### config.mk
export PLATFORM = sky130hd
export DESIGN_NAME = tag_command_table
export DESIGN_NICKNAME = d
export VERILOG_FILES = /design/src/hdl/buffer_pkg.sv /design/src/hdl/capi_pkg.sv /design/src/hdl/tag_command_table.sv
export SDC_FILE = /design/constraint.sdc
export NUM_CORES = 1
export LEC_CHECK = 0
export BUFFER_PORTS_ARGS = -buffer_cell sky130_fd_sc_hd__buf_2
export CORE_AREA = 4 4 296 240
export DETAILED_ROUTE_END_ITERATION = 12
export DIE_AREA = 0 0 300 244
export PLACE_DENSITY = 0.59
export REMOVE_ABC_BUFFERS = 1
export SYNTH_ARGS = -nofsm -noshare
export SYNTH_HDL_FRONTEND = slang
export SYNTH_SLANG_ARGS = --single-unit
### constraint.sdc
create_clock -name clock -period 2.6 [get_ports clock]
set_clock_uncertainty 0.1 [all_clocks]
set_input_delay 0.26 -clock clock [delete_from_list [all_inputs] [get_ports clock]]
set_output_delay 0.26 -clock clock [all_outputs]
set_load 0.1 [all_outputs]
### src/hdl/buffer_pkg.sv
package buffer_pkg;

  //////////////////////////////////////////////////////////////////////
  // Line geometry
  //////////////////////////////////////////////////////////////////////

  localparam int TAG_COUNT        = 256;
  localparam int HALF_COUNT       = 2;
  localparam int HALF_INDEX_WIDTH = $clog2(HALF_COUNT);
  localparam int DW_PER_HALF      = 8;
  localparam int HALF_WIDTH       = 512;
  localparam int DW_WIDTH         = HALF_WIDTH / DW_PER_HALF;

  // Stored word is {read flag, wed flag, half data}
  localparam int STORE_WIDTH    = HALF_WIDTH + 2;
  localparam int STORE_READ_BIT = STORE_WIDTH - 1;
  localparam int STORE_WED_BIT  = STORE_WIDTH - 2;

  // Pending responses waiting for their two output beats
  localparam int RESPONSE_QUEUE_DEPTH = 8;
  localparam int QUEUE_PTR_WIDTH      = $clog2(RESPONSE_QUEUE_DEPTH);

  //////////////////////////////////////////////////////////////////////
  // Latencies in clock cycles
  //////////////////////////////////////////////////////////////////////

  // Response edge to the half 0 beat
  localparam int RELEASE_LATENCY = 2;
  // Half write edge to its error pulse
  localparam int ERROR_LATENCY   = 3;

endpackage

### src/hdl/capi_pkg.sv
package capi_pkg;

  //////////////////////////////////////////////////////////////////////
  // Command kinds seen on the accelerator port
  //////////////////////////////////////////////////////////////////////

  // Kept per tag when the command goes out
  typedef enum logic [1:0] {
    CMD_INVALID = 2'b00,
    CMD_READ    = 2'b01,
    CMD_WED     = 2'b10,
    CMD_WRITE   = 2'b11
  } cmd_type_e;

  //////////////////////////////////////////////////////////////////////
  // Tag and parity conventions
  //////////////////////////////////////////////////////////////////////

  // One tag per outstanding command
  localparam int TAG_WIDTH = 8;

  // Data bits plus parity bit always hold an odd count of ones
  localparam logic ODD_PARITY = 1'b1;

endpackage

### src/hdl/tag_command_table.sv
`timescale 1ns/1ps

module tag_command_table
  import capi_pkg::*;
  import buffer_pkg::*;
(
  input  logic                 clock,
  input  logic                 rstn,
  input  logic                 cmd_valid,
  input  logic [TAG_WIDTH-1:0] cmd_tag,
  input  cmd_type_e            cmd_type,
  input  logic [TAG_WIDTH-1:0] lookup_tag,
  output cmd_type_e            lookup_type
);

  // One command kind per tag
  cmd_type_e table_q [TAG_COUNT];

  //////////////////////////////////////////////////////////////////////
  // Write at command issue
  //////////////////////////////////////////////////////////////////////

  always_ff @(posedge clock or negedge rstn) begin
    if (!rstn) begin
      for (int i = 0; i < TAG_COUNT; i++) begin
        table_q[i] <= CMD_INVALID;
      end
    end else begin
      if (cmd_valid) begin
        table_q[cmd_tag] <= cmd_type;
      end
    end
  end

  //////////////////////////////////////////////////////////////////////
  // Lookup by tag
  //////////////////////////////////////////////////////////////////////

  // Same cycle read for the feeder
  assign lookup_type = table_q[lookup_tag];

endmodule

==> flow_summary.html <==
<table>
<tr><th>Metric</th><th>Value</th></tr>
<tr><th colspan="2">Run status</th></tr>
<tr><td>Result of the run</td><td>finished with violations</td></tr>
<tr><td>Failing checks</td><td>setup timing</td></tr>
<tr><th colspan="2">Synthesis</th></tr>
<tr><td>Synth async-reset ratio</td><td>1.00</td></tr>
<tr><td>Yosys cell types</td><td>48</td></tr>
<tr><td>Main combinational cell family by area after synthesis</td><td>multiplexers</td></tr>
<tr><td>Syn Inst Count</td><td>1865</td></tr>
<tr><td>Xor and xnor area share after synthesis</td><td>0</td></tr>
<tr><td>Post-synthesis mux area share</td><td>0.356</td></tr>
<tr><td>Synthesized-area fraction occupied by and/or/nand/nor cells</td><td>0.0679</td></tr>
<tr><td>Synthesized-area fraction occupied by adder cells</td><td>0</td></tr>
<tr><td>Cell Area, Synth</td><td>about 0.025 sq mm</td></tr>
<tr><td>Synth Area in Compound Gates</td><td>0.0269</td></tr>
<tr><td>Ys flop type</td><td>sky130_fd_sc_hd__dfrtp_1</td></tr>
<tr><td>Sequential element share of the synthesized area</td><td>0.514</td></tr>
<tr><td>Number of flip-flops and latches in the synthesized netlist</td><td>a little over 500</td></tr>
<tr><td>Syn avg cell area</td><td>13.4 sq um</td></tr>
<tr><td>Number of enable-type register cells in the synthesized netlist</td><td>0</td></tr>
<tr><td>Syn. warnings</td><td>0</td></tr>
<tr><th colspan="2">Detailed routing</th></tr>
<tr><td>First DRT Iteration DRCs</td><td>1283</td></tr>
<tr><td>Post-route DRC</td><td>0</td></tr>
<tr><td>Via count</td><td>16000</td></tr>
<tr><td>Final ANT Viol Nets</td><td>0</td></tr>
<tr><td>Routed Wire Length</td><td>around 69000 microns</td></tr>
<tr><td>Vias/cell</td><td>5.51</td></tr>
<tr><td>Number of detailed-routing iterations run before antenna repair</td><td>5</td></tr>
<tr><td>Average wire length per cell after detail routing</td><td>~24 microns</td></tr>
<tr><th colspan="2">Critical path</th></tr>
<tr><td>Family with the most delay on the worst path</td><td>compound AO/OA/AOI/OAI gates</td></tr>
<tr><td>Worst reg2reg setup slack</td><td>1700 ps</td></tr>
<tr><td>Critical-path cell list</td><td>mux4_2 &gt; mux2_4 &gt; a2111oi_4 &gt; or3_1 &gt; o31a_1 &gt; a311oi_4 &gt; buf_12</td></tr>
<tr><td>Worst setup path endpoint</td><td>lookup_type[1]</td></tr>
<tr><td>Worst Setup Path Type</td><td>reg -&gt; out</td></tr>
<tr><td>Critical path peak fanout</td><td>2</td></tr>
<tr><td>Endpoint of the most critical register-to-register path</td><td>table_q[272]$_DFFE_PN0P_</td></tr>
<tr><td>Crit path arrival time</td><td>a little under 3000 ps</td></tr>
<tr><td>Critical Path Stages</td><td>7</td></tr>
<tr><td>Maximum single-stage delay on the critical path</td><td>460 ps</td></tr>
<tr><td>Critical Path Source</td><td>table_q[191]$_DFFE_PN0P_</td></tr>
<tr><td>CP max-delay cell</td><td>sky130_fd_sc_hd__mux4_2</td></tr>
<tr><td>Required time at the worst-slack endpoint</td><td>approximately 2200 ps</td></tr>
<tr><td>Critical path capture point type</td><td>output port</td></tr>
<tr><td>R2r worst-path depth</td><td>1</td></tr>
<tr><td>Reg-to-reg critical path startpoint</td><td>table_q[272]$_DFFE_PN0P_</td></tr>
<tr><td>Crit path buffers/inverters</td><td>1</td></tr>
<tr><td>CP Launch Type</td><td>register</td></tr>
<tr><th colspan="2">CTS</th></tr>
<tr><td>Clock latency at the later pin of the worst-skew pair</td><td>~600 ps</td></tr>
<tr><td>Root buffer cell</td><td>sky130_fd_sc_hd__clkbuf_16</td></tr>
<tr><td>Clock buffers created by TritonCTS</td><td>52</td></tr>
<tr><td>Clock transition at the registers of the reported paths</td><td>~70 ps</td></tr>
<tr><td>Clock Tree Buf Depth</td><td>3</td></tr>
<tr><td>H-tree levels</td><td>2</td></tr>
<tr><td>Post-CTS Setup Repair Bufs</td><td>0</td></tr>
<tr><td>CTS tree</td><td>built</td></tr>
<tr><td>Number of sinks handled by clock tree synthesis</td><td>just over 500</td></tr>
<tr><th colspan="2">Timing</th></tr>
<tr><td>Transition at the pin with the smallest max-transition slack</td><td>between 500 and 600 ps</td></tr>
<tr><td>Fin crit period</td><td>3320 ps</td></tr>
<tr><td>Setup slack after layout</td><td>-724 ps</td></tr>
<tr><td>Final total negative setup slack</td><td>-1430 ps</td></tr>
<tr><td>Achievable Freq</td><td>301 MHz</td></tr>
<tr><td>Setup repair after global routing missed its margin</td><td>true</td></tr>
<tr><td>Count of final max-slew check failures</td><td>0</td></tr>
<tr><td>Period utilization</td><td>1.28</td></tr>
<tr><td>Setup violators final</td><td>2</td></tr>
<tr><td>Final hold violations</td><td>0</td></tr>
<tr><td>Worst slew margin relative to its limit</td><td>0.621</td></tr>
<tr><td>WHS</td><td>109 ps</td></tr>
<tr><th colspan="2">Floorplan</th></tr>
<tr><td>Number of rows created at floorplan</td><td>86</td></tr>
<tr><td>Number of placed I/O pins</td><td>23</td></tr>
<tr><td>Area of the core region</td><td>roughly 0.07 sq mm</td></tr>
<tr><td>X dimension of the die</td><td>about 300 microns</td></tr>
<tr><td>Initial Utilization</td><td>0.365</td></tr>
<tr><td>Die Area</td><td>around 0.073 sq mm</td></tr>
<tr><td>Die Ht</td><td>244 microns</td></tr>
<tr><th colspan="2">Place</th></tr>
<tr><td>Final RePlAce weighted congestion</td><td>roughly 0.86</td></tr>
<tr><td>Post-DP HPWL</td><td>between 40000 and 50000 microns</td></tr>
<tr><td>Number of I/O port buffers</td><td>22</td></tr>
<tr><td>Cell area after placement</td><td>0.0270 sq mm</td></tr>
<tr><th colspan="2">Layout</th></tr>
<tr><td>Number of flip-flops in the largest register</td><td>512</td></tr>
<tr><td>Share of post-route cells with drive strength above 1</td><td>0.440</td></tr>
<tr><td>Register with the most flip-flops</td><td>table_q</td></tr>
<tr><td>Fin area</td><td>between 0.02 and 0.03 sq mm</td></tr>
<tr><td>P&amp;R area growth vs syn</td><td>16.1%</td></tr>
<tr><td>Final net count</td><td>between 1500 and 2000</td></tr>
<tr><td>Largest registers in the final layout</td><td>table_q: 512 flops</td></tr>
<tr><td>Final core area utilization</td><td>0.424</td></tr>
<tr><td>Commonest cells after routing, fill and taps aside</td><td>sky130_fd_sc_hd__mux2_2, sky130_fd_sc_hd__dfrtp_1, sky130_fd_sc_hd__nand2_1</td></tr>
<tr><td>Fill cells</td><td>6349</td></tr>
<tr><td>Most common cell after layout, fill and taps aside</td><td>sky130_fd_sc_hd__mux2_2</td></tr>
<tr><th colspan="2">Global route</th></tr>
<tr><td>Remaining global-route overflow</td><td>0</td></tr>
<tr><td>Largest net degree at the start of global routing</td><td>94</td></tr>
<tr><td>Gr usage total</td><td>0.187</td></tr>
<tr><td>Antenna violations before repair</td><td>5</td></tr>
<tr><td>Wire length of the first global-routing pass</td><td>106000 microns</td></tr>
<tr><td>Vias in the first global route</td><td>17000</td></tr>
<tr><th colspan="2">Power</th></tr>
<tr><td>Final Total Pwr</td><td>17.9 mW</td></tr>
<tr><td>Power per cell area</td><td>620 mW/mm^2</td></tr>
<tr><td>LEAKAGE</td><td>around 14 nW</td></tr>
<tr><td>Largest vdd supply drop</td><td>0.000508 V</td></tr>
<tr><th colspan="2">Run</th></tr>
<tr><td>Number of max-cap violations</td><td>0</td></tr>
<tr><th colspan="2">Min path</th></tr>
<tr><td>Type of the most critical hold path</td><td>in -&gt; reg</td></tr>
</table>
==> stage by stage <==
step / instances / worst slack [ps]
finish: 2902 / -724
global route: 2901 / -795
CTS: 2900 / -730
detailed placement: 2812 / -973
global placement: 2812 / -950
floorplan: 1718 / -1720
==> layer usage <==
layer  GRT usage  vias to the layer above  routed length [microns]
met5           0                        -                       36
met4      0.0546                        6                     1880
met3      0.0417                      123                     3970
met2       0.289                      400                    30900
met1       0.266                     8484                    32000
li1            -                     6986                        -
==> cell usage after synthesis (all sizes together) (5+ instances only) <==
cell / instances / area [sq um]
o221ai: 6 / 52.6
nand2: 277 / 1040
o21ai: 5 / 25.0
nor2: 26 / 97.6
mux4: 78 / 1840
a21oi: 7 / 35.0
buf: 47 / 445
dfrtp: 512 / 12800
nor4: 20 / 150
nand2b: 13 / 81.3
mux2i: 113 / 1130
a2111oi: 8 / 70.1
mux2: 524 / 5900
nand3: 8 / 40.0
clkbuf: 100 / 395
o22ai: 43 / 269
nor3: 26 / 130
and3: 5 / 31.3
==> logic make-up (layout without fill, tap and decap cells) <==
| group | after synthesis | after routing |
|---|---|---|
| AOI/OAI and AO/OA | 94 | 94 |
| buffers and inverters | 153 | 265 |
| DFF | 512 | 512 |
| muxes | 715 | 715 |
| other | 0 | 1 |
| and+or+nand+nor | 391 | 391 |
==> report_power, final <==
| group | leakage, nW | switching (mW) | internal, mW | total (mW) |
|---|---|---|---|---|
| combinational | 5.71 | 0.978 | 0.787 | 1.76 |
| clock | 0.833 | 3.26 | 4.34 | 7.60 |
| sequential | 7.06 | 0.205 | 8.35 | 8.55 |
==> worst min path at each step <==
stage | startpoint | slack, ps | to | cells past startpoint
floorplan | rstn | -140 | table_q[0]$_DFFE_PN0P_ | 0
detailed placement | rstn | 170 | table_q[245]$_DFFE_PN0P_ | 1
global route | cmd_type[0] | 120 | table_q[36]$_DFFE_PN0P_ | 2
global placement | rstn | 170 | table_q[241]$_DFFE_PN0P_ | 1
finish | cmd_type[0] | 110 | table_q[36]$_DFFE_PN0P_ | 2
CTS | cmd_type[0] | 100 | table_q[36]$_DFFE_PN0P_ | 2
==> timing repair <==
item / CTS / global route
endpoints found under the setup margin: 2 / 2
pin swaps: 11 / 4
endpoints found under the hold margin: 139 / 0
gates cloned: 0 / 1
resized for setup: 40 / 3
hold buffers: 1 / 0
==> cell type report <==
class | instances | area (sq um) | share of cell area
sequential | 512 | 12800 | 0.443
multi-input combinational | 1200 | 11500 | 0.398
timing repair buffer | 168 | 1720 | 0.0594
clock buffer | 75 | 1510 | 0.0522
tap | 924 | 1160 | 0.0400
clock inverter | 16 | 196 | 0.00679
inverter | 6 | 22.5 | 0.000779
antenna | 1 | 2.50 | 0.0000865
No activity file was read; power rests on OpenSTA's default activity.
