===== config.mk =====
export PLATFORM = sky130hd
export DESIGN_NAME = read_data_control
export DESIGN_NICKNAME = d
export VERILOG_FILES = /design/src/hdl/buffer_pkg.sv /design/src/hdl/capi_pkg.sv /design/src/hdl/read_data_control.sv
export SDC_FILE = /design/constraint.sdc
export NUM_CORES = 1
export LEC_CHECK = 0
export BUFFER_PORTS_ARGS = -buffer_cell sky130_fd_sc_hd__buf_2
export CAP_MARGIN = 20
export CORE_AREA = 2 2 414 416
export CTS_BUF_LIST = sky130_fd_sc_hd__clkbuf_8
export DETAILED_ROUTE_END_ITERATION = 8
export DIE_AREA = 0 0 416 418
export PLACE_DENSITY_LB_ADDON = 0.08
export SLEW_MARGIN = 20
export SYNTH_ARGS = -nofsm -noshare
export SYNTH_HDL_FRONTEND = slang
export SYNTH_SLANG_ARGS = --single-unit
export TNS_END_PERCENT = 20

===== constraint.sdc =====
create_clock -name clock -period 3.1 [get_ports clock]
set_input_delay 0.465 -clock clock [delete_from_list [all_inputs] [get_ports clock]]
set_output_delay 0.465 -clock clock [all_outputs]
set_load 0.005 [all_outputs]

===== src/hdl/buffer_pkg.sv =====
package buffer_pkg;

  //////////////////////////////////////////////////////////////////////
  // Line geometry
  //////////////////////////////////////////////////////////////////////

  localparam int TAG_COUNT        = 256;
  localparam int HALF_COUNT       = 2;
  localparam int HALF_INDEX_WIDTH = $clog2(HALF_COUNT);
  localparam int DW_PER_HALF      = 8;
  localparam int HALF_WIDTH       = 512;
  localparam int DW_WIDTH         = HALF_WIDTH / DW_PER_HALF;

  // Stored word is {read flag, wed flag, half data}
  localparam int STORE_WIDTH    = HALF_WIDTH + 2;
  localparam int STORE_READ_BIT = STORE_WIDTH - 1;
  localparam int STORE_WED_BIT  = STORE_WIDTH - 2;

  // Pending responses waiting for their two output beats
  localparam int RESPONSE_QUEUE_DEPTH = 8;
  localparam int QUEUE_PTR_WIDTH      = $clog2(RESPONSE_QUEUE_DEPTH);

  //////////////////////////////////////////////////////////////////////
  // Latencies in clock cycles
  //////////////////////////////////////////////////////////////////////

  // Response edge to the half 0 beat
  localparam int RELEASE_LATENCY = 2;
  // Half write edge to its error pulse
  localparam int ERROR_LATENCY   = 3;

endpackage


===== src/hdl/capi_pkg.sv =====
package capi_pkg;

  //////////////////////////////////////////////////////////////////////
  // Command kinds seen on the accelerator port
  //////////////////////////////////////////////////////////////////////

  // Kept per tag when the command goes out
  typedef enum logic [1:0] {
    CMD_INVALID = 2'b00,
    CMD_READ    = 2'b01,
    CMD_WED     = 2'b10,
    CMD_WRITE   = 2'b11
  } cmd_type_e;

  //////////////////////////////////////////////////////////////////////
  // Tag and parity conventions
  //////////////////////////////////////////////////////////////////////

  // One tag per outstanding command
  localparam int TAG_WIDTH = 8;

  // Data bits plus parity bit always hold an odd count of ones
  localparam logic ODD_PARITY = 1'b1;

endpackage


===== src/hdl/read_data_control.sv =====
`timescale 1ns/1ps

module read_data_control
  import capi_pkg::*;
  import buffer_pkg::*;
(
  input  logic                        clock,
  input  logic                        rstn,
  input  logic                        enabled_in,
  input  logic                        write_valid,
  input  logic [TAG_WIDTH-1:0]        write_tag,
  input  logic                        write_tag_parity,
  input  logic [HALF_INDEX_WIDTH-1:0] write_half,
  input  logic [HALF_WIDTH-1:0]       write_data,
  input  logic [DW_PER_HALF-1:0]      write_parity,
  output logic [TAG_WIDTH-1:0]        lookup_tag,
  input  cmd_type_e                   lookup_type,
  output logic [HALF_COUNT-1:0]       store_we,
  output logic [TAG_WIDTH-1:0]        store_tag,
  output logic [STORE_WIDTH-1:0]      store_word,
  output logic [1:0]                  data_read_error
);

  logic                        enabled;

  logic                        wr_valid_q;
  logic [TAG_WIDTH-1:0]        wr_tag_q;
  logic                        wr_tag_parity_q;
  logic [HALF_INDEX_WIDTH-1:0] wr_half_q;
  logic [HALF_WIDTH-1:0]       wr_data_q;
  logic [DW_PER_HALF-1:0]      wr_parity_q;

  logic                        tag_parity_calc;
  logic [DW_PER_HALF-1:0]      dw_parity_calc;
  logic                        tag_error;
  logic                        data_error;
  logic [1:0]                  error_pipe [ERROR_LATENCY];

  logic                        is_read;
  logic                        is_wed;

  //////////////////////////////////////////////////////////////////////
  // Enable and input latch
  //////////////////////////////////////////////////////////////////////

  always_ff @(posedge clock or negedge rstn) begin
    if (!rstn) begin
      enabled    <= 1'b0;
      wr_valid_q <= 1'b0;
    end else begin
      enabled    <= enabled_in;
      wr_valid_q <= enabled & write_valid;
    end
  end

  // Half payload, qualified by wr_valid_q
  always_ff @(posedge clock) begin
    if (write_valid) begin
      wr_tag_q        <= write_tag;
      wr_tag_parity_q <= write_tag_parity;
      wr_half_q       <= write_half;
      wr_data_q       <= write_data;
      wr_parity_q     <= write_parity;
    end
  end

  //////////////////////////////////////////////////////////////////////
  // Parity check
  //////////////////////////////////////////////////////////////////////

  assign tag_parity_calc = (^wr_tag_q) ^ ODD_PARITY;

  always_comb begin
    for (int i = 0; i < DW_PER_HALF; i++) begin
      dw_parity_calc[i] = (^wr_data_q[i*DW_WIDTH +: DW_WIDTH]) ^ ODD_PARITY;
    end
  end

  assign tag_error  = wr_valid_q & (tag_parity_calc != wr_tag_parity_q);
  assign data_error = wr_valid_q & (|(dw_parity_calc ^ wr_parity_q));

  // Three stages so the pulse lands at t+3
  always_ff @(posedge clock or negedge rstn) begin
    if (!rstn) begin
      for (int i = 0; i < ERROR_LATENCY; i++) begin
        error_pipe[i] <= 2'b00;
      end
    end else begin
      error_pipe[0] <= {tag_error, data_error};
      for (int i = 1; i < ERROR_LATENCY; i++) begin
        error_pipe[i] <= error_pipe[i-1];
      end
    end
  end

  assign data_read_error = error_pipe[ERROR_LATENCY-1];

  //////////////////////////////////////////////////////////////////////
  // Command kind lookup and routing to the half stores
  //////////////////////////////////////////////////////////////////////

  assign lookup_tag = wr_tag_q;

  always_comb begin
    is_read = 1'b0;
    is_wed  = 1'b0;
    case (lookup_type)
      CMD_READ: is_read = 1'b1;
      CMD_WED:  is_wed  = 1'b1;
      default: begin
        is_read = 1'b0;
        is_wed  = 1'b0;
      end
    endcase
  end

  // Write enable per half, only for read and wed commands
  always_ff @(posedge clock or negedge rstn) begin
    if (!rstn) begin
      store_we <= '0;
    end else begin
      for (int h = 0; h < HALF_COUNT; h++) begin
        store_we[h] <= wr_valid_q & (is_read | is_wed) &
                       (wr_half_q == HALF_INDEX_WIDTH'(h));
      end
    end
  end

  always_ff @(posedge clock) begin
    store_tag  <= wr_tag_q;
    store_word <= {is_read, is_wed, wr_data_q};
  end

endmodule


==> results.txt, run 1 <==
number of nets in the layout - 3,923
core area - 169,000 µm²
Final Slew Violations - 0
CTS root buffer - clkbuf_8
setup bufs post-CTS - 0
Hold Crit Class - in -> reg
level count of the clock H-tree - 4
Leak - 20.3 nW
largest net degree at the start of global routing - 77
final clock skew - 38.0 ps
Starting Density - 18.6%
FMAX - 347 MHz
gp weighted congestion - 0.798
post-synthesis register bit count - 1,062
relative slew slack - 58.0%
Crit Path Class - reg -> reg
Util after Layout - 29.0%
Worst Path Required - 3900 ps
Min Hold Slack - 238 ps
Remaining DRCs - 0
final worst-path cycle share - 93.0%
critical path endpoint category - register
Die Ht - 418 µm
DIE AREA - 174,000 µm²
overall routed net length - 111,000 µm
layout cells sized above 1 - 37.8%
post-layout minimum cycle time - 2880 ps
Post-Syn Nets - 2,101
Max FO, Critical Path - 2
Final TNS setup - 0 ps
Seq/Total Area, Yosys - 84.7%
I/O Pins - 1,070
Overall Power - 0.0363 W
post-synthesis cell count - 1,563
global-route wire length before repair - 155,000 µm
vias in the first global route - 21,794
number of iterations in the first detailed-routing pass - 4
Worst Path Arrival - 3690 ps
DR vias - 19,328
Final HPWL DP - 85,800 µm
Vias/cell - 3.33
most frequent cells in the layout - buf_2, dlygate4sd3_1, edfxtp_1, dfxtp_1, xnor2_1
Max Buffers Root-to-Sink - 3
Rows - 151
total CTS buffers - 195
Cell variety after synth - 16
# port buffers - 1,069
VDD IR max - 0.451 mV
Max Cap Violations - 0
gr ovfl total - 0
Pwr Density - 740 nW/µm²
clk sink count - 1,062
initial antenna violation count - 17
slew at the pin closest to its max-slew limit - 625 ps
status - finished clean
Clk Latency, worst-skew pair - 940 ps
Initial DRC Count - 598
Final Setup Violations - 0
die width - 416 µm
Syn-to-layout area delta - 56.3%
Final Hold Viols - 0
placed cell areas - 39,800 µm²
DR WL/cell - 19.2 µm
most common cell after layout, fill and taps aside - buf_2
post-route ant nets - 0
# fillers - 17,350
CTS tree - done
Post-Syn Area per Cell - 20.1 µm²
All-Layer GR Usage - 12.5%
synthesized area - 31,400 µm²
clock-pin slew on the worst setup and hold paths - 60 ps
unrepaired setup endpoints after global routing - false
Ys Warns - 0
crit start category - register
fin area - 49,100 µm²
-- power by group --
group	total [W]	switching, W	internal, W
Clock	0.0131	0.00612	0.00697
Combinational	0.00676	0.00310	0.00365
Sequential	0.0165	0.000530	0.0160
-- registers in the layout, indices dropped and copies added, names as in the netlist --
register         count
store_word         514
wr_data_q          512
lookup_tag           8
store_tag            8
wr_parity_q          8
error_pipe           4
data_read_error      2
store_we             2
enabled              1
wr_half_q            1
wr_tag_parity_q      1
wr_valid_q           1
-- final cells by class --
class                      count  area, µm²  share of cell area (%)
sequential                  1062      26600                    54.2
timing repair buffer        1627      11000                    22.4
multi-input combinational    497       4800                    9.76
clock buffer                 224       3080                    6.28
tap                         2218       2780                    5.65
clock inverter               146        801                    1.63
antenna                       22       55.1                   0.112
inverter                       2       7.51                  0.0153
-- cells by family after synthesis --
family	share of synthesized area, %
and+or+nand+nor	0.123
DFF	84.7
xor gates and xnor gates	15.0
adders and majority gates	0.0796
AOI/OAI and AO/OA	0.0358
buffers and inverters	0.0716
-- through the flow --
step                cells  worst slack [ps]
floorplan            1563               690
global placement     4868              96.8
detailed placement   4868              66.2
CTS                  5776              86.3
global route         5795              61.0
finish               5798               216
-- worst paths after layout --
| kind | startpoint | endpoint | slack (ps) | depth (start not counted) |
|---|---|---|---|---|
| setup / recovery | wr_data_q[218] | error_pipe[4] | 220 | 7 |
| hold / removal | write_tag[5] | lookup_tag[5] | 240 | 2 |
| setup reg to reg | wr_data_q[218] | error_pipe[4] | 220 | 7 |
| hold reg to reg | error_pipe[5] | error_pipe[3] | 350 | 0 |
| max in group asynchronous | rstn | enabled | 1550 | 4 |
| min in group asynchronous | rstn | data_read_error[0] | 670 | 3 |
-- synth_stat cells --
| library cell | instances | area, µm² |
|---|---|---|
| and3b_1 | 1 | 8.76 |
| nand4_1 | 1 | 6.26 |
| nand2_1 | 1 | 3.75 |
| ha_1 | 2 | 25.0 |
| dfrtp_1 | 10 | 250 |
| nor3b_1 | 1 | 7.51 |
| xnor3_4 | 1 | 26.3 |
| xnor2_1 | 397 | 3480 |
| dfxtp_1 | 522 | 10500 |
| xor2_1 | 59 | 517 |
| xnor3_1 | 31 | 698 |
| inv_1 | 2 | 7.51 |
| buf_4 | 2 | 15.0 |
| and2_1 | 2 | 12.5 |
| o41a_1 | 1 | 11.3 |
| edfxtp_1 | 530 | 15900 |
-- repair_timing --
item / 4_1_cts / 5_1_grt
hold buffers: 538 / 0
endpoints found under the setup margin: 0 / 1
resized for setup: 0 / 1
hold endpoints to repair: 569 / 0
-- worst max-delay path, cell delays in order, from the launching register on --
cell	delay, ps
edfxtp_1	400
xnor2_1	230
xnor3_1	360
xnor3_1	380
xnor3_1	470
xnor3_1	430
nand4_1	160
o41a_1	330
-- per-layer routing --
metal  GRT usage (%)  vias to the layer above  routed length, µm
met5               0                        -                 16
met4            5.29                        2               4000
met3            5.03                      203               9160
met2            23.1                      766              59500
met1            12.2                     9237              38400
li1                -                     9120                  -
No activity file was read; power rests on OpenSTA's default activity.
==> inputs of run 2 (changes only) <==
- ABC_AREA: not set -> 1
- CORE_AREA: 2 2 414 416 -> 2 2 413 415
- DIE_AREA: 0 0 416 418 -> 0 0 415 417
==> run 2 against run 1 <==
  * Maximum frequency grew 19%
  * Wire length is 25% higher
  * Via count grew 49%
  * Hold slack better by 0.57 ps
  * Synthesized cell count grew 120%
  * Critical endpoint unchanged
  * Highest routed layer unchanged
==> results.txt, run 2 <==
status - finished clean
Pwr Density - 648 nW/µm²
relative slew slack - 53.2%
clk sink count - 1,062
crit start category - register
Top FF cell, synth - edfxtp_1
DIE AREA - 173,000 µm²
level count of the clock H-tree - 4
final worst-path cycle share - 78.4%
All-Layer GR Usage - 15.6%
Syn-to-layout area delta - 47.3%
critical-path cell list - xnor2_1 -> inv_1 -> nand2_1 -> nand2_1 -> nand2_1 -> nand2_1 -> inv_1 -> nand2_1 -> nand2_1 -> nand2_1 -> nand2_1 -> inv_1 -> nand2_1 -> nand2_1 -> nor2_1 -> nand2_1 -> nor2_1 -> nor2_1
Final HPWL DP - 110,000 µm
# placed instances - 6,743
Synth top area share - 42.6%
layout cells sized above 1 - 25.4%
post-layout minimum cycle time - 2430 ps
post-synthesis register bit count - 1,062
setup bufs post-CTS - 0
FMAX - 412 MHz
CTS root buffer - clkbuf_8
global-route wire length before repair - 195,000 µm
count leader, synth - nand2_1
gp weighted congestion - 0.806
Hold Crit Class - in -> reg
most common cell after layout, fill and taps aside - nand2_1
Combinational Power Share - 15.6%
Post-Syn Area per Cell - 10.9 µm²
largest area contributor in the netlist - edfxtp_1
Starting Density - 22.2%
Vias/cell - 3.75
number of nets in the layout - 5,800
Post-synth EDFFs - 530
gr ovfl total - 0
Ys Warns - 0
Post-Syn Nets - 3,975
Async S/R FF share, synth - 0.942%
area of the multi-input gates - 9690 µm²
CP max stage cell - edfxtp_1
Die Ht - 417 µm
total CTS buffers - 198
I/O Pins - 1,070
# port buffers - 1,069
Leak - 26.1 nW
Final TNS setup - 0 ps
VDD IR max - 0.383 mV
largest cells by area after synthesis - edfxtp_1, dfxtp_1, nand2_1, xnor2_1, xor2_1
fin cells - 7,667
Clk Latency, worst-skew pair - 920 ps
Final Hold Viols - 0
DR vias - 28,713
Initial DRC Count - 1,179
number of iterations in the first detailed-routing pass - 5
Commonest cells post-synth - nand2_1, edfxtp_1, dfxtp_1, inv_1, xnor2_1
CTS tree - done
vias in the first global route - 29,489
DR WL/cell - 18.0 µm
Worst Path Arrival - 3200 ps
Max FO, Critical Path - 3
core area - 169,000 µm²
crit-path max cell delay - 410 ps
max reg flops - 514
# fillers - 17,420
Remaining DRCs - 0
P_int - 0.0253 W
Crit Path Class - reg -> reg
buffers plus inverters on the worst setup path - 3
Switch Pwr - 0.0104 W
clock-pin slew on the worst setup and hold paths - 60 ps
Final Setup Violations - 0
fin worst setup slack - 671 ps
register area - 26,600 µm²
delay-heaviest family, CP - simple AND/OR/NAND/NOR gates
Final Slew Violations - 0
biggest regs - store_word (514), wr_data_q (512)
largest net degree at the start of global routing - 64
Clock Power Share - 37.3%
most frequent cells in the layout - nand2_1, buf_2, dlygate4sd3_1, edfxtp_1, dfxtp_1
Max Buffers Root-to-Sink - 3
Rows - 151
Cell variety after synth - 20
die width - 415 µm
slew at the pin closest to its max-slew limit - 702 ps
switch share - 29.1%
Setup WS pre-CTS - 600 ps
critical path endpoint category - register
Max Cap Violations - 0
synthesized area - 37,400 µm²
Most flops, register - store_word
Worst Path Required - 3880 ps
Util after Layout - 32.7%
Seq/Total Area, Yosys - 71.3%
final clock skew - 50.0 ps
post-synthesis cell count - 3,437
post-route ant nets - 0
overall routed net length - 138,000 µm
most frequent cell on the critical path - nand2_1
initial antenna violation count - 33
unrepaired setup endpoints after global routing - false
Flop pwr share - 47.0%
-- run 2: cell types whose count changed after synthesis, moves of 2 or more --
cell      previous run  this run
nor2_1               0        35
xnor2_1            397       177
inv_1                2       262
nand3_1              0       101
nand3b_1             0         5
nand2_2              0         4
xor2_1              59       148
xnor3_1             31         0
inv_2                0        14
and2_1               2         0
nand2_1              1      1618
-- run 2: timing repair --
item	4_1_cts	5_1_grt
gates resized for setup	0	0
hold endpoints to repair	568	0
hold buffers	537	0
-- run 2: cells by family (layout without fill, tap and decap cells) --
group | Yosys count | in the layout | share of synthesized area, %
adders and majority gates | 2 | 2 | 0.0670
and+or+nand+nor | 1768 | 1768 | 18.2
other | 0 | 15 | 0
xor gates and xnor gates | 325 | 325 | 7.62
AOI/OAI and AO/OA | 2 | 2 | 0.0335
buffers and inverters | 278 | 2275 | 2.81
DFF | 1062 | 1062 | 71.3
-- run 2: path summary, 6_finish.rpt --
| path | startpoint | end | slack, ps | cells past startpoint |
|---|---|---|---|---|
| min | write_data[200] | wr_data_q[200] | 240 | 2 |
| min in group asynchronous | rstn | store_we[0] | 750 | 3 |
| max in group asynchronous | rstn | data_read_error[1] | 1900 | 3 |
| min reg2reg | error_pipe[4] | error_pipe[2] | 350 | 0 |
| max | wr_data_q[366] | error_pipe[4] | 670 | 18 |
| max reg2reg | wr_data_q[366] | error_pipe[4] | 670 | 18 |
-- run 2: area by class of cell --
class	count	share of cell area (%)
Sequential cell	1062	48.4
Timing Repair Buffer	1627	19.9
Multi-Input combinational cell	2097	17.6
Clock buffer	228	5.70
Tap cell	2218	5.04
Inverter	276	1.88
Clock inverter	144	1.42
Antenna cell	15	0.0682
-- run 2: per-layer routing --
metal  wire length [µm]  track usage (%)
met1              51000             16.1
met2              72700             28.7
met3               8990             5.06
met4               5600             7.01
met5                 67                0
-- run 2: per-stage QoR --
step	cell area, µm²	total power (W)	hold WS [ps]
4_1_cts	55000	0.0365	74.3
2_1_floorplan	37400	0.0196	169
3_3_place_gp	45700	0.0222	334
3_5_place_dp	45700	0.0222	337
6_report	55000	0.0356	239
5_1_grt	55000	0.0378	124
-- run 2: worst reg2reg max path, delay by kind of cell, from the launching register on --
family        cells  cell delay (ps)
flops             1              410
xor+xnor          1              380
buf+inv           3              240
simple gates     14             1240
-- run 2: power by group through the flow --
| stage | Clock [W] | Sequential [W] | Combinational [W] |
|---|---|---|---|
| floorplan | 0 | 0.0169 | 0.00275 |
| global placement | 0 | 0.0171 | 0.00512 |
| detailed placement | 0 | 0.0171 | 0.00514 |
| CTS | 0.0140 | 0.0168 | 0.00578 |
| global route | 0.0145 | 0.0169 | 0.00639 |
| finish | 0.0133 | 0.0168 | 0.00557 |
