==> config.mk <==
export PLATFORM = sky130hd
export DESIGN_NAME = line_release
export DESIGN_NICKNAME = d
export VERILOG_FILES = /design/src/hdl/buffer_pkg.sv /design/src/hdl/capi_pkg.sv /design/src/hdl/line_release.sv
export SDC_FILE = /design/constraint.sdc
export NUM_CORES = 1
export LEC_CHECK = 0
export BUFFER_PORTS_ARGS = -buffer_cell sky130_fd_sc_hd__buf_2
export CORE_AREA = 8 8 613 615
export CTS_BUF_LIST = sky130_fd_sc_hd__clkbuf_2 sky130_fd_sc_hd__clkbuf_4 sky130_fd_sc_hd__clkbuf_8
export CTS_CLUSTER_DIAMETER = 60
export DETAILED_ROUTE_END_ITERATION = 16
export DIE_AREA = 0 0 621 623
export GPL_TIMING_DRIVEN = 0
export SYNTH_ARGS = -nofsm -noshare
export SYNTH_HDL_FRONTEND = slang
export SYNTH_SLANG_ARGS = --single-unit
==> constraint.sdc <==
create_clock -name clock -period 18.17 [get_ports clock]
set_input_delay 0.9085 -clock clock [delete_from_list [all_inputs] [get_ports clock]]
set_output_delay 0.9085 -clock clock [all_outputs]
set_load 0.005 [all_outputs]
==> src/hdl/buffer_pkg.sv <==
package buffer_pkg;

  //////////////////////////////////////////////////////////////////////
  // Line geometry
  //////////////////////////////////////////////////////////////////////

  localparam int TAG_COUNT        = 256;
  localparam int HALF_COUNT       = 2;
  localparam int HALF_INDEX_WIDTH = $clog2(HALF_COUNT);
  localparam int DW_PER_HALF      = 8;
  localparam int HALF_WIDTH       = 512;
  localparam int DW_WIDTH         = HALF_WIDTH / DW_PER_HALF;

  // Stored word is {read flag, wed flag, half data}
  localparam int STORE_WIDTH    = HALF_WIDTH + 2;
  localparam int STORE_READ_BIT = STORE_WIDTH - 1;
  localparam int STORE_WED_BIT  = STORE_WIDTH - 2;

  // Pending responses waiting for their two output beats
  localparam int RESPONSE_QUEUE_DEPTH = 8;
  localparam int QUEUE_PTR_WIDTH      = $clog2(RESPONSE_QUEUE_DEPTH);

  //////////////////////////////////////////////////////////////////////
  // Latencies in clock cycles
  //////////////////////////////////////////////////////////////////////

  // Response edge to the half 0 beat
  localparam int RELEASE_LATENCY = 2;
  // Half write edge to its error pulse
  localparam int ERROR_LATENCY   = 3;

endpackage

==> src/hdl/capi_pkg.sv <==
package capi_pkg;

  //////////////////////////////////////////////////////////////////////
  // Command kinds seen on the accelerator port
  //////////////////////////////////////////////////////////////////////

  // Kept per tag when the command goes out
  typedef enum logic [1:0] {
    CMD_INVALID = 2'b00,
    CMD_READ    = 2'b01,
    CMD_WED     = 2'b10,
    CMD_WRITE   = 2'b11
  } cmd_type_e;

  //////////////////////////////////////////////////////////////////////
  // Tag and parity conventions
  //////////////////////////////////////////////////////////////////////

  // One tag per outstanding command
  localparam int TAG_WIDTH = 8;

  // Data bits plus parity bit always hold an odd count of ones
  localparam logic ODD_PARITY = 1'b1;

endpackage

==> src/hdl/line_release.sv <==
`timescale 1ns/1ps

module line_release
  import capi_pkg::*;
  import buffer_pkg::*;
(
  input  logic                                  clock,
  input  logic                                  rstn,
  input  logic                                  enabled_in,
  input  logic                                  response_valid,
  input  logic [TAG_WIDTH-1:0]                  response_tag,
  output logic [TAG_WIDTH-1:0]                  rd_tag,
  input  logic [HALF_COUNT-1:0][STORE_WIDTH-1:0] half_words,
  output logic                                  line_valid,
  output logic [TAG_WIDTH-1:0]                  line_tag,
  output logic [HALF_INDEX_WIDTH-1:0]           line_half,
  output logic [HALF_WIDTH-1:0]                 line_data,
  output logic                                  read_data,
  output logic                                  wed_data
);

  logic                       enabled;

  logic [TAG_WIDTH-1:0]       queue [RESPONSE_QUEUE_DEPTH];
  logic [QUEUE_PTR_WIDTH:0]   wr_ptr;
  logic [QUEUE_PTR_WIDTH:0]   rd_ptr;
  logic                       queue_empty;

  logic                       issue;
  logic                       issue_q;
  logic [TAG_WIDTH-1:0]       issue_tag_q;
  logic                       hold_valid;
  logic [STORE_WIDTH-1:0]     hold_word;

  //////////////////////////////////////////////////////////////////////
  // Response queue
  //////////////////////////////////////////////////////////////////////

  assign queue_empty = (wr_ptr == rd_ptr);

  // One line every other cycle since each takes two beats
  assign issue  = enabled & ~queue_empty & ~issue_q;
  assign rd_tag = queue[rd_ptr[QUEUE_PTR_WIDTH-1:0]];

  always_ff @(posedge clock or negedge rstn) begin
    if (!rstn) begin
      enabled <= 1'b0;
      wr_ptr  <= '0;
      rd_ptr  <= '0;
    end else begin
      enabled <= enabled_in;
      if (!enabled) begin
        // Drop anything pending
        wr_ptr <= '0;
        rd_ptr <= '0;
      end else begin
        if (response_valid) begin
          wr_ptr <= wr_ptr + 1'b1;
        end
        if (issue) begin
          rd_ptr <= rd_ptr + 1'b1;
        end
      end
    end
  end

  always_ff @(posedge clock) begin
    if (enabled && response_valid) begin
      queue[wr_ptr[QUEUE_PTR_WIDTH-1:0]] <= response_tag;
    end
    if (issue) begin
      issue_tag_q <= rd_tag;
    end
  end

  //////////////////////////////////////////////////////////////////////
  // Output beats
  //////////////////////////////////////////////////////////////////////

  always_ff @(posedge clock or negedge rstn) begin
    if (!rstn) begin
      issue_q    <= 1'b0;
      hold_valid <= 1'b0;
      line_valid <= 1'b0;
      line_half  <= '0;
      read_data  <= 1'b0;
      wed_data   <= 1'b0;
    end else begin
      issue_q    <= issue;
      hold_valid <= enabled & issue_q;
      if (enabled && issue_q) begin
        // Half 0 straight from the store
        line_valid <= 1'b1;
        line_half  <= '0;
        read_data  <= half_words[0][STORE_READ_BIT];
        wed_data   <= half_words[0][STORE_WED_BIT];
      end else if (enabled && hold_valid) begin
        line_valid <= 1'b1;
        line_half  <= HALF_INDEX_WIDTH'(1);
        read_data  <= hold_word[STORE_READ_BIT];
        wed_data   <= hold_word[STORE_WED_BIT];
      end else begin
        line_valid <= 1'b0;
        read_data  <= 1'b0;
        wed_data   <= 1'b0;
      end
    end
  end

  // Half 1 waits one cycle in hold_word, tag stays for both beats
  always_ff @(posedge clock) begin
    if (issue_q) begin
      line_tag  <= issue_tag_q;
      line_data <= half_words[0][HALF_WIDTH-1:0];
      hold_word <= half_words[1];
    end else if (hold_valid) begin
      line_data <= hold_word[HALF_WIDTH-1:0];
    end
  end

endmodule

==> results of run 1 <==
-- registers in the layout, summed over array words and instances, names as in the netlist --
name         count
hold_word      514
line_data      512
queue           64
issue_tag_q      8
line_tag         8
rd_ptr           4
wr_ptr           4
enabled          1
hold_valid       1
issue_q          1
line_half        1
line_valid       1
read_data        1
wed_data         1
-- layout by cell type (no fill, tap or decap), types with 8 or more instances in the layout --
| master | synthesis | routed |
|---|---|---|
| buf_2 | 48 | 1618 |
| edfxtp_1 | 1106 | 1106 |
| mux2_2 | 512 | 512 |
| dlygate4sd3_1 | 0 | 493 |
| clkbuf_8 | 0 | 224 |
| diode_2 | 0 | 62 |
| clkbuf_4 | 0 | 59 |
| clkinv_1 | 0 | 41 |
| clkinv_2 | 0 | 26 |
| bufinv_16 | 0 | 21 |
| buf_16 | 0 | 19 |
| clkinvlp_4 | 0 | 14 |
| dfrtp_1 | 15 | 14 |
| clkinv_4 | 0 | 11 |
| buf_4 | 10 | 10 |
| mux4_1 | 8 | 8 |
| mux4_2 | 8 | 8 |
| mux2_4 | 8 | 8 |
| nand2_1 | 8 | 8 |
-- metal layers --
metal  wire (um)  up-vias  share of wire  GRT usage
met5         722        -         0.0024          0
met4       15000      110          0.051     0.0635
met3       40800      677           0.14     0.0848
met2      145000     2008           0.49      0.252
met1       92800    14300           0.31      0.138
li1            -    11900              -          -
-- power by group through the flow --
stage          Combinational, mW  Clock [mW]  Sequential (mW)
2_1_floorplan              0.832           0             4.45
3_3_place_gp                2.89           0             4.67
3_5_place_dp                3.19           0             4.13
4_1_cts                     3.32        2.97             4.10
5_1_grt                     3.36        3.06             4.16
6_report                    3.15        2.86             4.09
-- critical path, cell delays in order, from the launching register on --
cell,delay (ns)
dfrtp_4,0.84
buf_2,0.34
buf_2,0.39
or2_4,0.51
buf_16,0.33
buf_16,0.29
buf_16,0.32
buf_16,0.30
-- worst max-delay path by stage --
stage	endpoint	slack [ns]	cells after the start
detailed placement	line_data[172]	13.98	7
finish	line_data[378]	14.03	7
global route	line_data[175]	13.74	7
floorplan	line_data[0]	4.32	3
global placement	line_data[428]	-4.38	3
CTS	line_data[172]	13.85	7
-- what timing repair did --
action / in CTS / in global routing
hold buffers: 493 / 0
hold endpoints to repair: 556 / 0
setup endpoints to repair: 0 / 0
-- per-stage QoR --
step           instance area, um2   util
6_report                    64900  0.177
5_1_grt                     64900  0.177
3_3_place_gp                54500  0.149
4_1_cts                     64800  0.177
2_1_floorplan               40600      -
3_5_place_dp                55000  0.150
-- layout make-up --
cell class	instances	area, um2
Fill cell	39700	302000
Sequential cell	1121	33600
Timing Repair Buffer	2083	13300
Multi-Input combinational cell	591	6640
Tap cell	4837	6050
Clock buffer	282	3520
Clock inverter	125	1290
Buffer	68	379
Antenna cell	62	155
-- cells by family after synthesis --
| group | Yosys count | share of synthesized area |
|---|---|---|
| AO/OA/AOI/OAI | 6 | 0.00120 |
| XOR/XNOR | 7 | 0.00151 |
| buffers and inverters | 68 | 0.00928 |
| flip-flops | 1121 | 0.827 |
| multiplexers | 539 | 0.155 |
| adder cells (fa/ha/maj) | 2 | 0.000616 |
| AND/OR/NAND/NOR | 37 | 0.00478 |
==> results.md, run 1 <==
* Cell Pwr Density at 156 nW/um2
* H-tree depth at 4
* Seq cells post-synth at 1121
* WP data required at 18.75 ns
* Final period utilization at 0.228
* Net count, final at 5130
* Vias in the first global route at 30600
* Critical Path Sink Type: register
* PortBufs at 1570
* Sequential power share at 0.405
* Min Tclk post-route at 4.14 ns
* Share of the synthesized area in the top cell type at 0.818
* Post-Syn Nets at 2822
* R2r endpoint: line_data[378]
* Origin of the worst setup path: issue_q
* Max clock buf depth at 4
* Worst Hold Depth at 1
* RSZ-0062 raised after global routing: false
* Status: completed
* Initial DRC Count at 2571
* Mapped Area at 40600 um2
* CTS tree: yes
* Final ANT Viol Nets at 0
* GPL Wtd Cong at 0.972
* Least-Margin Pin Slew at 1.31 ns
* Layout area overhead at 60.0%
* Setup WS pre-CTS at 13.98 ns
* Clock Sink Count at 1121
* Die width at 621 um
* Initial antenna violation count at 212
* Reg clk slew, reported paths at 0.06 ns
* Switch share at 0.360
* First-pass GRT wire length at 360000 um
* Die Height at 623 um
* Count of unique library cells instantiated by Yosys at 30
* Initial Util at 0.111
* Vias/cell at 3.17
* Overall Global Routing Usage at 0.145
* Asr flop ratio synth at 0.0134
* I/O pins at 1572
* Hold Violations, Final at 0
* CTS buffer count at 223
* Worst R2R Path Depth at 7
* Final HPWL DP at 252000 um
* Core box area at 367000 um2
* Crit-path max FO at 60
* VDD IR-drop max at 0.0000827 V
* Reg-to-reg slack, setup at 14.03 ns
* Hold wc startpoint: half_words[883]
* Area contributors post-synth: edfxtp_1 (82%), mux2_2 (14%), dfrtp_1 (0.92%)
* Grt ovf at 0
* CTS root buf: clkbuf_8
* Die area at 387000 um2
* Final Routed Wirelength at 295000 um
* NetSw at 3.64 mW
* YS warnings at 0
* Clock latency on the worst-skew pair at 1.01 ns
* Avg Cell Area, Syn at 22.8 um2
* Most common cell in the netlist: edfxtp_1
* Max-cap violations at 0
* Setup violators final at 0
* Seq/Total Area, Yosys at 0.827
* Final WS setup at 14.03 ns
* Min-Delay Endpoint: hold_word[369]
* DR WL/cell at 32.1 um
* Power Internal at 6.46 mW
* Clock Power Share at 0.283
* Post-Route Setup TNS at 0 ns
* Top FF cell, synth: edfxtp_1
* RR Startpoint: issue_q
* WS Path Type: reg -> reg
* Comb pwr share at 0.312
* Post-CTS Setup Repair Bufs at 0
* CTS resizes at 0
* Largest net degree at the start of global routing at 76
* Overall Power at 10.1 mW
* Number of synthesized flops with an enable pin at 1106
* Final hold slack at 0.169 ns
* Synth Instances at 1780
* Worst Path Arrival at 4.72 ns
* First drt pass iteration count at 5
* Commonest cells in the netlist: edfxtp_1 (1106), mux2_2 (512), buf_2 (48)
* Vias at 29000
* Min-Delay Path Class: in -> reg
* Final std cells w/o fill at 9169
* Share of cells above drive strength 1 at 0.597
* Slew Limit Fails at 0
* Leakage dissipation at 23.9 nW
* Startpoint Class: register
* Fmax at 242 MHz
* Placed insts at 8206
* # DRC at 0
* Core Rows at 223
* Final worst clock skew at 0.116 ns
* Synth area leader: edfxtp_1
* Slew headroom at 0.121
Power figures use the tool's default switching activity.
==> run 2: changes to the inputs <==
CORE_AREA = 8 8 600 602   (was 8 8 613 615)
DIE_AREA = 0 0 608 610   (was 0 0 621 623)
clock period = 4.34 ns   (was 18.17 ns; I/O delays follow)
==> results.md, run 2 <==
* Post-CTS Setup Repair Bufs at 3
* Die width at 608 um
* CTS root buf: clkbuf_8
* Max clock buf depth at 4
* Log Error: [ERROR RSZ-0060] Max buffer count reached.
* GPL Wtd Cong at 0.955
* Synth area leader: edfxtp_1
* Mapped Area at 40600 um2
* Share of the synthesized area in the top cell type at 0.818
* Die Height at 610 um
* Fail Step: 4_1_cts
* Commonest cells in the netlist: edfxtp_1 (1106), mux2_2 (512), buf_2 (48)
* Status: stopped before the end
* Post-Syn Nets at 2822
* CTS buffer count at 219
* Clock Sink Count at 1121
* Synth Instances at 1780
* Most common cell in the netlist: edfxtp_1
* Asr flop ratio synth at 0.0134
* CTS resizes at 4
* Area post-placement at 54800 um2
* Core Rows at 218
* Initial Util at 0.116
* Seq/Total Area, Yosys at 0.827
* Final HPWL DP at 248000 um
* Number of synthesized flops with an enable pin at 1106
* Area contributors post-synth: edfxtp_1 (82%), mux2_2 (14%), dfrtp_1 (0.92%)
* Count of unique library cells instantiated by Yosys at 30
* PortBufs at 1570
* Seq cells post-synth at 1121
* Avg Cell Area, Syn at 22.8 um2
* Top FF cell, synth: edfxtp_1
* CTS Hold Buffers Added at 1679
* H-tree depth at 4
* YS warnings at 0
* I/O pins at 1572
run 2: kinds of logic after synthesis:
kind of cell / after synthesis / synth area share
flip-flops: 1121 / 0.827
AO/OA/AOI/OAI: 6 / 0.00120
buffers and inverters: 68 / 0.00928
adder cells (fa/ha/maj): 2 / 0.000616
XOR/XNOR: 7 / 0.00151
multiplexers: 539 / 0.155
AND/OR/NAND/NOR: 37 / 0.00478
run 2: per-stage QoR:
step	std cells	worst slack (ns)	TNS (ns)	util
2_1_floorplan	1780	-4.30	-2760.07	-
3_5_place_dp	7991	-0.570	-186.31	0.156
3_3_place_gp	7970	-9.68	-8477.32	0.155
==> run 3: changes to the inputs <==
CORE_AREA = 8 8 602 604   (was 8 8 600 602)
CTS_BUF_LIST = default   (was sky130_fd_sc_hd__clkbuf_2 sky130_fd_sc_hd__clkbuf_4 sky130_fd_sc_hd__clkbuf_8)
CTS_CLUSTER_DIAMETER = default   (was 60)
DIE_AREA = 0 0 610 612   (was 0 0 608 610)
PLACE_DENSITY_LB_ADDON = 0.15   (was default)
==> results.md, run 3 (synthesis results as in run 1) <==
* Share of cells above drive strength 1 at 0.505
* Crit-path max FO at 53
* I/O pins at 1572
* CTS tree: yes
* Least-Margin Pin Slew at 1.00 ns
* First-pass GRT wire length at 316000 um
* Area post-placement at 54900 um2
* PortBufs at 1570
* Max reg flops at 514
* Failing checks: antenna violations
* Worst Path Arrival at 4.47 ns
* Final Routed Wirelength at 246000 um
* Worst Hold Depth at 2
* Flip-flop and latch area at 33600 um2
* Cell Pwr Density at 590 nW/um2
* Final worst clock skew at 0.0436 ns
* Setup WS pre-CTS at -1.26 ns
* Leakage dissipation at 26.6 nW
* R2r endpoint: line_data[374]
* Setup violators final at 0
* Min-Delay Path Class: in -> reg
* Reg clk slew, reported paths at 0.05 ns
* RSZ-0062 raised after global routing: false
* Core box area at 353000 um2
* Min-Delay Endpoint: hold_word[326]
* Net count, final at 5701
* Layout area overhead at 75.5%
* Hold wc startpoint: half_words[840]
* Register name with the most flops: hold_word
* CTS root buf: clkbuf_16
* DR WL/cell at 25.9 um
* Max clock buf depth at 4
* Grt ovf at 0
* Startpoint Class: register
* Die area at 373000 um2
* Initial antenna violation count at 94
* Min Tclk post-route at 4.00 ns
* Final period utilization at 0.922
* # DRC at 0
* Post-Route Setup TNS at 0 ns
* Vias at 29200
* VDD IR-drop max at 0.000395 V
* RR Startpoint: issue_q
* Final WS setup at 0.339 ns
* Commonest non-fill, non-tap cells in the layout: buf_2 (1616), dlygate4sd3_1 (1118), edfxtp_1 (1106)
* WP data required at 4.81 ns
* Clock Sink Count at 1121
* Vias/cell at 3.08
* Vias in the first global route at 32300
* Final ANT Viol Nets at 1
* Area of the multi-input gates at 6670 um2
* Slew headroom at 0.328
* Core Rows at 219
* Critical Path Sink Type: register
* Overall Global Routing Usage at 0.125
* Slew Limit Fails at 0
* Fmax at 250 MHz
* Design area at 71200 um2
* Status: finished, violations left
* Max-cap violations at 0
* Initial Util at 0.115
* First drt pass iteration count at 5
* Initial DRC Count at 1856
* Largest net degree at the start of global routing at 62
* Final core utilization at 0.202
* Worst R2R Path Depth at 9
* Fill cells at 38200
* WS Path Type: reg -> reg
* Clock latency on the worst-skew pair at 0.82 ns
* Die Height at 612 um
* H-tree depth at 4
* Die width at 610 um
* Reg-to-reg slack, setup at 0.34 ns
* Final HPWL DP at 198000 um
* CTS buffer count at 161
* GPL Wtd Cong at 0.804
* Hold Violations, Final at 0
* Most common cell after layout, fill and taps aside: buf_2
==> run 3: power by group <==
group | total, mW | internal (mW) | switching (mW)
Sequential | 17.2 | 16.2 | 0.997
Clock | 12.8 | 7.39 | 5.42
Combinational | 12.1 | 4.68 | 7.41
Total | 42.1 | 28.2 | 13.8
==> run 3: worst max path at each step <==
stage,slack (ns),from,end
5_1_grt,0.09,issue_q,line_data[96]
6_report,0.34,issue_q,line_data[374]
3_5_place_dp,-1.26,issue_q,line_data[374]
4_1_cts,0.19,issue_q,line_data[374]
2_1_floorplan,-4.30,issue_q,line_data[0]
3_3_place_gp,-12.41,issue_q,line_data[374]
==> run 3: stage by stage <==
step                instances  hold slack (ns)  power (mW)
global route             9452           0.0362        44.3
detailed placement       8016            0.200        29.2
floorplan                1780          -0.0786        21.7
finish                   9471            0.117        42.1
global placement         7991            0.198        26.6
CTS                      9429         0.000220        43.6
==> run 3: final cells by class <==
| class | instances | area share |
|---|---|---|
| buffer | 67 | 0.00532 |
| timing repair buffer | 2716 | 0.277 |
| clock inverter | 88 | 0.00908 |
| tap | 4641 | 0.0815 |
| antenna | 42 | 0.00148 |
| clock buffer | 204 | 0.0605 |
| sequential | 1121 | 0.472 |
| multi-input combinational | 592 | 0.0937 |
==> run 3: timing repair <==
action / CTS / global route
resized for setup: 1 / 0
endpoints found under the hold margin: 1140 / 0
buffers inserted: 2 / 0
setup endpoints to repair: 972 / 0
hold buffers: 1118 / 0
==> run 3: worst max-delay path: stages (launching register included) <==
cell,delay (ns)
dfrtp_4,0.47
buf_16,0.27
buf_16,0.33
buf_16,0.33
buf_6,0.28
or2_4,0.37
buf_16,0.28
buf_16,0.25
buf_16,0.30
buf_16,0.30
==> run 3: layer usage <==
metal	global-route usage	wire length, um
met1	0.138	91500
met2	0.225	125000
met3	0.0395	18600
met4	0.0477	9990
met5	0	173
